==> config.mk <==
export PLATFORM = sky130hd
export DESIGN_NAME = snn_core_top
export DESIGN_NICKNAME = d
export VERILOG_FILES = /design/src/common/snn_pkg.sv /design/src/snn_core_top.sv /design/src/spike_collector.sv /design/src/crossbar/neuron_unit.sv /design/src/crossbar/xbar_seq.sv /design/src/apb_spike_regs.sv /design/src/in_spike_buf/in_spike_buf.sv
export SDC_FILE = /design/constraint.sdc
export NUM_CORES = 1
export LEC_CHECK = 0
export BUFFER_PORTS_ARGS = -buffer_cell sky130_fd_sc_hd__buf_4
export CAP_MARGIN = 10
export CELL_PAD_IN_SITES_DETAIL_PLACEMENT = 1
export CELL_PAD_IN_SITES_GLOBAL_PLACEMENT = 1
export CORE_MARGIN = 3
export CORE_UTILIZATION = 25
export DETAILED_ROUTE_END_ITERATION = 10
export GPL_ROUTABILITY_DRIVEN = 0
export PLACE_DENSITY = 0.47
export SYNTH_ARGS = -nofsm -noshare
export SYNTH_HDL_FRONTEND = slang
export SYNTH_HIERARCHICAL = 1
export SYNTH_SLANG_ARGS = --single-unit
==> constraint.sdc <==
create_clock -name clk_i -period 15.8 [get_ports clk_i]
set_input_delay 2.37 -clock clk_i [delete_from_list [all_inputs] [get_ports clk_i]]
set_output_delay 2.37 -clock clk_i [all_outputs]
set_load 0.05 [all_outputs]
==> src/common/snn_pkg.sv <==
// Struct field widths follow these defaults, so the top level must keep the same sizes
package snn_pkg;

	// ----------------------------------------
	// Core sizes
	// ----------------------------------------
	localparam int NUM_AXONS   = 16;
	localparam int AXON_AW     = 4;
	localparam int NUM_NEURONS = 4;
	localparam int NEURON_AW   = 2;
	localparam int WEIGHT_W    = 8;
	localparam int POT_W       = 12;

	// APB bus widths
	localparam int APB_AW = 12;
	localparam int APB_DW = 32;

	// ----------------------------------------
	// Address map, byte addresses
	// ----------------------------------------
	localparam logic [APB_AW-1:0] ADDR_CTRL   = 12'h000;
	localparam logic [APB_AW-1:0] ADDR_THRESH = 12'h004;
	localparam logic [APB_AW-1:0] ADDR_OUT    = 12'h008;
	localparam logic [APB_AW-1:0] SPIKE_BASE  = 12'h100;
	localparam logic [APB_AW-1:0] LEARN_BASE  = 12'h200;
	localparam logic [APB_AW-1:0] WEIGHT_BASE = 12'h400;
	// One word per axon, 0x40 bytes per neuron block
	localparam int AXON_SPAN  = 4 * NUM_AXONS;
	localparam int WT_NRN_LSB = 6;
	localparam int WT_SPAN    = (1 << WT_NRN_LSB) * NUM_NEURONS;

	typedef enum logic [2:0] {
		REG_CTRL, REG_THRESH, REG_OUT, SPIKE_IN, LEARN_RD, WEIGHT, BAD
	} apb_region_e;

	typedef enum logic [1:0] {IDLE, SCAN, EVAL, SAVE} seq_state_e;

	// Scan request toward the spike buffer
	typedef struct packed {
		logic               en;
		logic               last;
		logic [AXON_AW-1:0] addr;
	} axon_rd_t;

	// Registered buffer read, broadcast to the neuron row
	typedef struct packed {
		logic               valid;
		logic               last;
		logic [AXON_AW-1:0] axon;
		logic               spike;
	} spike_beat_t;

	typedef struct packed {
		logic                       en;
		logic [NEURON_AW-1:0]       neuron;
		logic [AXON_AW-1:0]         axon;
		logic signed [WEIGHT_W-1:0] data;
	} wt_wr_t;

	typedef struct packed {
		logic               en;
		logic [AXON_AW-1:0] axon;
		logic               spike;
	} spk_wr_t;

endpackage
==> src/snn_core_top.sv <==
// Sizes must match the package defaults, which fix the struct field widths
`timescale 1ns/100ps

module snn_core_top #(
	parameter int NUM_AXONS   = snn_pkg::NUM_AXONS,
	parameter int AXON_AW     = snn_pkg::AXON_AW,
	parameter int NUM_NEURONS = snn_pkg::NUM_NEURONS,
	parameter int WEIGHT_W    = snn_pkg::WEIGHT_W,
	parameter int POT_W       = snn_pkg::POT_W
) (
	input  logic                        clk_i,
	input  logic                        rst_n_i,
	input  logic                        psel_i,
	input  logic                        penable_i,
	input  logic                        pwrite_i,
	input  logic [snn_pkg::APB_AW-1:0]  paddr_i,
	input  logic [snn_pkg::APB_DW-1:0]  pwdata_i,
	output logic [snn_pkg::APB_DW-1:0]  prdata_o,
	output logic                        pready_o,
	output logic                        pslverr_o
);

	import snn_pkg::*;

	spk_wr_t                 spk_wr;
	wt_wr_t                  wt_wr;
	axon_rd_t                rd_req;
	spike_beat_t             beat;
	logic signed [POT_W-1:0] thresh;
	logic                    start, busy, save, eval_done, lrn_spike;
	logic [AXON_AW-1:0]      lrn_addr;
	logic [NUM_NEURONS-1:0]  fire, fire_valid, out_spikes;

	apb_spike_regs u_regs (
		.clk_i, .rst_n_i, .psel_i, .penable_i, .pwrite_i, .paddr_i, .pwdata_i,
		.busy_i(busy), .eval_done_i(eval_done), .out_spikes_i(out_spikes),
		.lrn_spike_i(lrn_spike), .prdata_o, .pready_o, .pslverr_o,
		.thresh_o(thresh), .start_o(start), .spk_wr_o(spk_wr),
		.wt_wr_o(wt_wr), .lrn_addr_o(lrn_addr)
	);

	xbar_seq #(.NUM_AXONS(NUM_AXONS), .AXON_AW(AXON_AW)) u_seq (
		.clk_i, .rst_n_i, .start_i(start), .eval_done_i(eval_done),
		.rd_req_o(rd_req), .save_o(save), .busy_o(busy)
	);

	in_spike_buf #(.NUM_AXONS(NUM_AXONS), .AXON_AW(AXON_AW)) u_buf (
		.clk_i, .rst_n_i, .spk_wr_i(spk_wr), .rd_req_i(rd_req), .save_i(save),
		.lrn_addr_i(lrn_addr), .beat_o(beat), .lrn_spike_o(lrn_spike)
	);

	// Row of neurons sharing one beat stream
	for (genvar n = 0; n < NUM_NEURONS; n++) begin : g_neuron
		neuron_unit #(
			.NEURON_ID(n), .NUM_AXONS(NUM_AXONS), .WEIGHT_W(WEIGHT_W), .POT_W(POT_W)
		) u_neuron (
			.clk_i, .rst_n_i, .wt_wr_i(wt_wr), .beat_i(beat), .thresh_i(thresh),
			.fire_o(fire[n]), .fire_valid_o(fire_valid[n])
		);
	end

	spike_collector #(.NUM_NEURONS(NUM_NEURONS)) u_collect (
		.clk_i, .rst_n_i, .fire_i(fire), .fire_valid_i(fire_valid),
		.out_spikes_o(out_spikes), .eval_done_o(eval_done)
	);

endmodule

==> src/spike_collector.sv <==
// Expects every neuron to report fire_valid in the same cycle
`timescale 1ns/100ps

module spike_collector #(
	parameter int NUM_NEURONS = snn_pkg::NUM_NEURONS
) (
	input  logic                   clk_i,
	input  logic                   rst_n_i,
	input  logic [NUM_NEURONS-1:0] fire_i,
	input  logic [NUM_NEURONS-1:0] fire_valid_i,
	output logic [NUM_NEURONS-1:0] out_spikes_o,
	output logic                   eval_done_o
);

	logic all_valid;

	assign all_valid = &fire_valid_i;

	always_ff @(posedge clk_i or negedge rst_n_i) begin
		if (!rst_n_i) begin
			out_spikes_o <= '0;
			eval_done_o  <= 1'b0;
		end else begin
			// Output word holds until the next step
			if (all_valid) begin
				out_spikes_o <= fire_i;
			end
			eval_done_o <= all_valid;
		end
	end

	// Neuron row runs in lockstep
	a_valids_aligned: assert property (
		@(posedge clk_i) disable iff (!rst_n_i)
		(fire_valid_i == '0) || (fire_valid_i == '1)
	);

endmodule

==> src/crossbar/neuron_unit.sv <==
// Potential restarts at zero each step; no leak, no refractory period
`timescale 1ns/100ps

module neuron_unit #(
	parameter int NEURON_ID = 0,
	parameter int NUM_AXONS = snn_pkg::NUM_AXONS,
	parameter int WEIGHT_W  = snn_pkg::WEIGHT_W,
	parameter int POT_W     = snn_pkg::POT_W
) (
	input  logic                     clk_i,
	input  logic                     rst_n_i,
	input  snn_pkg::wt_wr_t          wt_wr_i,
	input  snn_pkg::spike_beat_t     beat_i,
	input  logic signed [POT_W-1:0]  thresh_i,
	output logic                     fire_o,
	output logic                     fire_valid_o
);

	// Signed limits of the potential
	localparam logic signed [POT_W-1:0] POT_MAX = {1'b0, {(POT_W-1){1'b1}}};
	localparam logic signed [POT_W-1:0] POT_MIN = {1'b1, {(POT_W-1){1'b0}}};

	logic signed [WEIGHT_W-1:0] wmem [NUM_AXONS];
	logic signed [POT_W-1:0]    pot_q;
	logic signed [POT_W-1:0]    w_ext;
	logic signed [POT_W:0]      sum_wide;
	logic signed [POT_W-1:0]    sum_sat;

	// ----------------------------------------
	// Saturating add
	// ----------------------------------------
	always_comb begin
		// Zero contribution when the axon is silent
		w_ext    = beat_i.spike ? POT_W'(wmem[beat_i.axon]) : '0;
		sum_wide = {pot_q[POT_W-1], pot_q} + {w_ext[POT_W-1], w_ext};
		sum_sat  = sum_wide[POT_W-1:0];
		// Top two bits differ on overflow
		if (sum_wide[POT_W] != sum_wide[POT_W-1]) begin
			sum_sat = sum_wide[POT_W] ? POT_MIN : POT_MAX;
		end
	end

	always_ff @(posedge clk_i or negedge rst_n_i) begin
		if (!rst_n_i) begin
			for (int i = 0; i < NUM_AXONS; i++) wmem[i] <= '0;
			pot_q        <= '0;
			fire_o       <= 1'b0;
			fire_valid_o <= 1'b0;
		end else begin
			// Only the write addressed to this neuron
			if (wt_wr_i.en && wt_wr_i.neuron == NEURON_ID) begin
				wmem[wt_wr_i.axon] <= wt_wr_i.data;
			end
			fire_valid_o <= beat_i.valid & beat_i.last;
			if (beat_i.valid) begin
				if (beat_i.last) begin
					// Fire at or above threshold
					fire_o <= (sum_sat >= thresh_i);
					pot_q  <= '0;
				end else begin
					pot_q <= sum_sat;
				end
			end
		end
	end

	a_fire_valid_pulse: assert property (
		@(posedge clk_i) disable iff (!rst_n_i)
		fire_valid_o |=> !fire_valid_o
	);

endmodule

==> src/crossbar/xbar_seq.sv <==
// Start is taken only in IDLE; busy drops in the SAVE cycle
`timescale 1ns/100ps

module xbar_seq #(
	parameter int NUM_AXONS = snn_pkg::NUM_AXONS,
	parameter int AXON_AW   = snn_pkg::AXON_AW
) (
	input  logic               clk_i,
	input  logic               rst_n_i,
	input  logic               start_i,
	input  logic               eval_done_i,
	output snn_pkg::axon_rd_t  rd_req_o,
	output logic               save_o,
	output logic               busy_o
);

	import snn_pkg::*;

	seq_state_e         state_q;
	seq_state_e         state_nxt;
	logic [AXON_AW-1:0] addr_q;
	logic               last;

	assign last = (addr_q == AXON_AW'(NUM_AXONS - 1));

	// ----------------------------------------
	// Next state
	// ----------------------------------------
	always_comb begin
		state_nxt = state_q;
		case (state_q)
			IDLE: if (start_i) state_nxt = SCAN;
			SCAN: if (last) state_nxt = EVAL;
			// Wait for the collector
			EVAL: if (eval_done_i) state_nxt = SAVE;
			SAVE: state_nxt = IDLE;
			default: state_nxt = IDLE;
		endcase
	end

	always_ff @(posedge clk_i or negedge rst_n_i) begin
		if (!rst_n_i) begin
			state_q <= IDLE;
			addr_q  <= '0;
		end else begin
			state_q <= state_nxt;
			// Axon counter, back to zero after the last one
			if (state_q == SCAN) begin
				addr_q <= last ? '0 : addr_q + 1'b1;
			end else begin
				addr_q <= '0;
			end
		end
	end

	// Outputs
	always_comb begin
		rd_req_o.en   = (state_q == SCAN);
		rd_req_o.last = (state_q == SCAN) & last;
		rd_req_o.addr = addr_q;
	end

	assign save_o = (state_q == SAVE);
	assign busy_o = (state_q == SCAN) || (state_q == EVAL);

	a_scan_addr_range: assert property (
		@(posedge clk_i) disable iff (!rst_n_i)
		(state_q == SCAN) |-> (addr_q < NUM_AXONS)
	);

endmodule

==> src/apb_spike_regs.sv <==
// APB3 slave without wait states; unaligned or unmapped addresses give pslverr
`timescale 1ns/100ps

module apb_spike_regs (
	input  logic                              clk_i,
	input  logic                              rst_n_i,
	input  logic                              psel_i,
	input  logic                              penable_i,
	input  logic                              pwrite_i,
	input  logic [snn_pkg::APB_AW-1:0]        paddr_i,
	input  logic [snn_pkg::APB_DW-1:0]        pwdata_i,
	input  logic                              busy_i,
	input  logic                              eval_done_i,
	input  logic [snn_pkg::NUM_NEURONS-1:0]   out_spikes_i,
	input  logic                              lrn_spike_i,
	output logic [snn_pkg::APB_DW-1:0]        prdata_o,
	output logic                              pready_o,
	output logic                              pslverr_o,
	output logic signed [snn_pkg::POT_W-1:0]  thresh_o,
	output logic                              start_o,
	output snn_pkg::spk_wr_t                  spk_wr_o,
	output snn_pkg::wt_wr_t                   wt_wr_o,
	output logic [snn_pkg::AXON_AW-1:0]       lrn_addr_o
);

	import snn_pkg::*;

	apb_region_e       region;
	logic              setup;
	logic              err;
	logic              wr_ok;
	logic              done_q;
	logic [APB_DW-1:0] rd_data;

	// Map a byte address onto a register region
	function automatic apb_region_e decode(input logic [APB_AW-1:0] a);
		apb_region_e r;
		r = BAD;
		if (a[1:0] != 2'b00) r = BAD;
		else if (a == ADDR_CTRL) r = REG_CTRL;
		else if (a == ADDR_THRESH) r = REG_THRESH;
		else if (a == ADDR_OUT) r = REG_OUT;
		else if (a >= SPIKE_BASE && a < SPIKE_BASE + AXON_SPAN) r = SPIKE_IN;
		else if (a >= LEARN_BASE && a < LEARN_BASE + AXON_SPAN) r = LEARN_RD;
		else if (a >= WEIGHT_BASE && a < WEIGHT_BASE + WT_SPAN) r = WEIGHT;
		return r;
	endfunction

	assign region   = decode(paddr_i);
	assign setup    = psel_i & ~penable_i;
	assign pready_o = 1'b1;

	// Error cases, judged in the setup cycle
	always_comb begin
		err = (region == BAD);
		if (pwrite_i) begin
			err = err | (region == REG_OUT) | (region == LEARN_RD);
			err = err | (busy_i & (region inside {SPIKE_IN, WEIGHT, REG_THRESH}));
		end
	end

	// Write strobe in the access cycle, gated by the registered error
	assign wr_ok = psel_i & penable_i & pwrite_i & ~pslverr_o;

	assign start_o         = wr_ok & (region == REG_CTRL) & pwdata_i[0];
	assign spk_wr_o.en     = wr_ok & (region == SPIKE_IN);
	assign spk_wr_o.axon   = paddr_i[2 +: AXON_AW];
	assign spk_wr_o.spike  = pwdata_i[0];
	// Broadcast, each neuron picks its own field
	assign wt_wr_o.en      = wr_ok & (region == WEIGHT);
	assign wt_wr_o.neuron  = paddr_i[WT_NRN_LSB +: NEURON_AW];
	assign wt_wr_o.axon    = paddr_i[2 +: AXON_AW];
	assign wt_wr_o.data    = pwdata_i[WEIGHT_W-1:0];
	assign lrn_addr_o      = paddr_i[2 +: AXON_AW];

	// ----------------------------------------
	// Read mux
	// ----------------------------------------
	always_comb begin
		rd_data = '0;
		case (region)
			REG_CTRL:   rd_data = {{(APB_DW-2){1'b0}}, done_q, busy_i};
			REG_THRESH: rd_data = {{(APB_DW-POT_W){thresh_o[POT_W-1]}}, thresh_o};
			REG_OUT:    rd_data = {{(APB_DW-NUM_NEURONS){1'b0}}, out_spikes_i};
			LEARN_RD:   rd_data = {{(APB_DW-1){1'b0}}, lrn_spike_i};
			default:    rd_data = '0;
		endcase
	end

	always_ff @(posedge clk_i or negedge rst_n_i) begin
		if (!rst_n_i) begin
			prdata_o  <= '0;
			pslverr_o <= 1'b0;
			thresh_o  <= '0;
			done_q    <= 1'b0;
		end else begin
			// Response is ready for the access cycle
			if (setup) begin
				prdata_o <= rd_data;
			end
			pslverr_o <= setup & err;
			if (wr_ok && region == REG_THRESH) begin
				thresh_o <= pwdata_i[POT_W-1:0];
			end
			// Sticky until the next start
			if (start_o) done_q <= 1'b0;
			else if (eval_done_i) done_q <= 1'b1;
		end
	end

endmodule

==> src/in_spike_buf/in_spike_buf.sv <==
// Host spike writes must not overlap a scan; learn readback is combinational
`timescale 1ns/100ps

module in_spike_buf #(
	parameter int NUM_AXONS = snn_pkg::NUM_AXONS,
	parameter int AXON_AW   = snn_pkg::AXON_AW
) (
	input  logic                  clk_i,
	input  logic                  rst_n_i,
	input  snn_pkg::spk_wr_t      spk_wr_i,
	input  snn_pkg::axon_rd_t     rd_req_i,
	input  logic                  save_i,
	input  logic [AXON_AW-1:0]    lrn_addr_i,
	output snn_pkg::spike_beat_t  beat_o,
	output logic                  lrn_spike_o
);

	// Recall bits feed the scan, learn bits hold the last finished step
	logic [NUM_AXONS-1:0] rcl_q;
	logic [NUM_AXONS-1:0] lrn_q;

	// ----------------------------------------
	// Recall array and scan read
	// ----------------------------------------
	always_ff @(posedge clk_i or negedge rst_n_i) begin
		if (!rst_n_i) begin
			rcl_q  <= '0;
			beat_o <= '0;
		end else begin
			if (spk_wr_i.en) begin
				rcl_q[spk_wr_i.axon] <= spk_wr_i.spike;
			end
			// One beat per request, tags travel with the bit
			beat_o.valid <= rd_req_i.en;
			beat_o.last  <= rd_req_i.en & rd_req_i.last;
			beat_o.axon  <= rd_req_i.addr;
			beat_o.spike <= rcl_q[rd_req_i.addr];
		end
	end

	// ----------------------------------------
	// Learn array
	// ----------------------------------------
	always_ff @(posedge clk_i or negedge rst_n_i) begin
		if (!rst_n_i) begin
			lrn_q <= '0;
		end else if (save_i) begin
			// Snapshot of the whole recall array
			lrn_q <= rcl_q;
		end
	end

	assign lrn_spike_o = lrn_q[lrn_addr_i];

	// Host writes are blocked while the sequencer scans
	a_no_wr_during_scan: assert property (
		@(posedge clk_i) disable iff (!rst_n_i)
		!(spk_wr_i.en && rd_req_i.en)
	);

endmodule

==> flow_summary_export.csv <==
group,metric,value,unit
route,drt-total-wl,95.4,mm
layout,area_delta_synth_final,14.9,%
timing,relSlewSlack,0.284,
floorplan,core-area,131000,sq um
layout,layout-drive-gt1-share,0.419,
clock_tree,numCtsBuffers,83,
clock_tree,clk_latency,0.67,ns
layout,fillers,13785,
status,status,"finished clean",
timing,finalCriticalPeriod,7.71,ns
floorplan,start_util,0.254,
logic_synthesis,async_flop_share,1.00,
timing,totalNegativeSetupSlack,0,ns
timing,final-hold-violation-count,0,
grt,grt_pass1_vias,22755,
worst_setup_path,cp_max_fo,77,
pwr,cellLeakagePower,0.0176,uW
route,drt_iter0_markers,965,
worst_setup_path,r2r_cells,21,
worst_setup_path,start_kind,"flip-flop",
logic_synthesis,ys.flop_type,"dfrtp_1",
timing,tightest_slew,1.07,ns
grt,grt_max_degree,148,
logic_synthesis,synth.area.mux_share,0.311,
clock_tree,clock-sinks,644,
logic_synthesis,ys_top_cells_by_area,"dfrtp_1, mux2_2, mux4_2, ha_1, nor2_1",
clock_tree,h-tree-depth,3,
layout,fin_nets,2538,
floorplan,dieArea,137000,sq um
route,avgRoutedWirePerCell,22.8,um
pwr,p_per_area,110,nW/um^2
timing,drv_slew,0,
timing,rsz0062_at_grt,"no",
clock_tree,cts_buffer_depth,3,
worst_setup_path,r2r_start,"u_buf/beat_o[1]$_DFF_PN0_",
clock_tree,clock-root-buffer,"clkbuf_16",
clock_tree,cts_resized,0,
route,ant_nets,0,
floorplan,die_h,370,um
logic_synthesis,synthSimpleGateAreaFrac,0.0587,
floorplan,die_w,370,um
timing,post-route-period-util,0.488,
min_path,hold_class,"flip-flop to flip-flop",
clock_tree,cts_hold_buffers,0,
logic_synthesis,syn_inst,2367,
pwr,vdd_drop_max,0.107,mV
logic_synthesis,synth_fa_ha_area_frac,0.0460,
logic_synthesis,ys_ff_latch,644,
timing,setup_viol,0,
logic_synthesis,synth.yosys.warnings,6,
worst_setup_path,r2r_end,"g_neuron[0].u_neuron/fire_o$_DFFE_PN0P_",
logic_synthesis,synthXorXnorAreaFrac,0.0103,
logic_synthesis,synth_top_family_by_area,"multiplexers",
worst_setup_path,end_kind,"flip-flop",
worst_setup_path,critPathKind,"flip-flop to flip-flop",
logic_synthesis,synth.avg_cell_area,14.0,sq um
floorplan,num_rows,132,
logic_synthesis,synth_top_cell_by_area,"dfrtp_1",
worst_setup_path,required,16.34,ns
logic_synthesis,synth-compound-area-share,0.0565,
worst_setup_path,crit_arrival,8.25,ns
placed_design,dp_hpwl,61.2,mm
floorplan,ioPinCount,83,
grt,antenna_found_initial,4,
layout,layoutNonFillerInstCount,4191,
timing,clock_skew,0.0320,ns
worst_setup_path,cp-startpoint,"u_buf/beat_o[1]$_DFF_PN0_",
logic_synthesis,synth-seq-area-share,0.486,
logic_synthesis,syn-num-nets,2521,
clock_tree,path_clk_slew,0.06,ns
logic_synthesis,synth_area,33200,sq um
worst_setup_path,endpoint,"g_neuron[0].u_neuron/fire_o$_DFFE_PN0P_",
placed_design,io_buffers,61,
clock_tree,cts_tree,"built",
grt,globalRouteTotalUtil,0.141,
route,vias_per_cell,4.77,
grt,gr-total-overflow,0,
logic_synthesis,synth_edf_count,0,
route,drc,0,
route,vias,19973,
logic_synthesis,yosysTopAreaCellShare,0.486,
worst_setup_path,r2r_slack,8.09,ns
placed_design,post-place-cells,4041,
logic_synthesis,synth_cell_types,94,
timing,max_freq,130,MHz
grt,grt_pass1_wl,147,mm
route,dr.pass1.iters,4,
clock_tree,post_cts_buffers,0,
flow_run,cap_viol_max_count,0,
[metal layers]
layer	global-route usage	routed length (um)	up-vias
li1	-	-	8814
met1	0.184	43600	10819
met2	0.244	47300	229
met3	0.0187	2200	111
met4	0.0379	2270	0
met5	0	0	-
[cells in the mapped netlist, drive strengths merged (25+ instances only)]
cell type / number
buf: 72
nand2b: 25
a22o: 40
dfrtp: 644
inv: 72
a21o: 26
mux4: 168
nand2: 74
xnor2: 26
a21oi: 46
nor2: 99
o21ai: 43
and2: 39
mux2: 565
ha: 101
clkbuf: 75
[metrics by stage]
step | worst slack, ns | util | area [sq um] | hold slack, ns | total power (uW)
3_5_place_dp | 7.98 | 0.270 | 35200 | 0.485 | 2260
6_report | 8.09 | 0.292 | 38100 | 0.499 | 4210
5_1_grt | 7.50 | 0.292 | 38100 | 0.509 | 4410
4_1_cts | 7.96 | 0.292 | 38100 | 0.501 | 4300
3_3_place_gp | 7.83 | 0.270 | 35200 | 0.478 | 2250
2_1_floorplan | 10.10 | - | 33200 | 0.461 | 2070
[cell families after synthesis]
| logic type | after synthesis |
|---|---|
| AOI/OAI and AO/OA | 240 |
| xor gates and xnor gates | 39 |
| adders and majority gates | 121 |
| buffers and inverters | 220 |
| DFF | 644 |
| muxes | 743 |
| other | 1 |
| and+or+nand+nor | 359 |
[cell type report]
class,count,area (sq um),share of cell area
Sequential cell,644,16100,0.423
Multi-Input combinational cell,1503,16000,0.420
Clock buffer,116,2400,0.0630
Tap cell,1742,2180,0.0572
Timing Repair Buffer,79,626,0.0164
Clock inverter,32,500,0.0131
Inverter,73,274,0.00719
Antenna cell,2,5.00,0.000131
[sequential cells by signal (all words and copies together), names as in the netlist, 4 cells and up]
signal,count
g_neuron.u_neuron/fire_valid_o,4
g_neuron.u_neuron/wmem,512
u_buf/lrn_q,16
g_neuron.u_neuron/fire_o,4
g_neuron.u_neuron/pot_q,48
u_seq/addr_q,4
u_regs/prdata_o,12
u_regs/thresh_o,12
u_buf/beat_o,7
u_buf/rcl_q,16
u_collect/out_spikes_o,4
[where the power goes]
| part | total [uW] | leakage [uW] | internal (uW) | switching (uW) |
|---|---|---|---|---|
| sequential | 1710 | 0.00890 | 1670 | 40.4 |
| combinational | 505 | 0.00730 | 177 | 328 |
| clock | 2000 | 0.00143 | 1230 | 769 |
| total | 4210 | 0.0176 | 3070 | 1140 |
[cells in the final DEF, fill, tap and decap left out, types with 21 or more instances in the layout]
cell	n
a21o_1	24
a21oi_1	40
a22o_1	40
and2_1	39
buf_4	76
clkbuf_16	83
dfrtp_1	640
ha_1	101
inv_1	72
mux2_2	557
mux4_2	160
nand2_1	73
nand2b_1	25
nand3_1	21
nor2_1	95
nor2b_1	22
o21ai_0	24
xnor2_1	26
[worst min path at each step]
stage	to	slack, ns	depth (start not counted)	start
4_1_cts	u_buf/lrn_q[1]$_DFFE_PN0P_	0.50	1	u_buf/lrn_q[1]$_DFFE_PN0P_
3_5_place_dp	g_neuron[2].u_neuron/pot_q[11]$_DFFE_PN0P_	0.48	1	g_neuron[2].u_neuron/pot_q[11]$_DFFE_PN0P_
2_1_floorplan	g_neuron[0].u_neuron/pot_q[0]$_DFFE_PN0P_	0.46	1	g_neuron[0].u_neuron/pot_q[0]$_DFFE_PN0P_
5_1_grt	u_buf/lrn_q[15]$_DFFE_PN0P_	0.51	1	u_buf/lrn_q[15]$_DFFE_PN0P_
3_3_place_gp	g_neuron[0].u_neuron/pot_q[0]$_DFFE_PN0P_	0.48	1	g_neuron[0].u_neuron/pot_q[0]$_DFFE_PN0P_
6_report	g_neuron[2].u_neuron/pot_q[11]$_DFFE_PN0P_	0.50	1	g_neuron[2].u_neuron/pot_q[11]$_DFFE_PN0P_
[worst max-delay path: stages (launching register included)]
cell	delay, ns
dfrtp_4	0.66
buf_12	0.58
buf_4	0.82
mux4_2	0.66
mux4_2	0.51
and2_1	0.18
ha_1	0.20
fa_1	0.41
a21o_2	0.25
a221oi_2	0.30
o21ai_1	0.19
a31oi_1	0.52
nand4b_2	0.48
a21boi_2	0.27
ha_1	0.24
nand2b_1	0.15
a21o_1	0.17
a21o_1	0.16
a21oi_1	0.14
o211ai_1	0.11
a311oi_1	0.31
a311oi_1	0.09
Note: power is estimated with default switching activity, not from simulation.
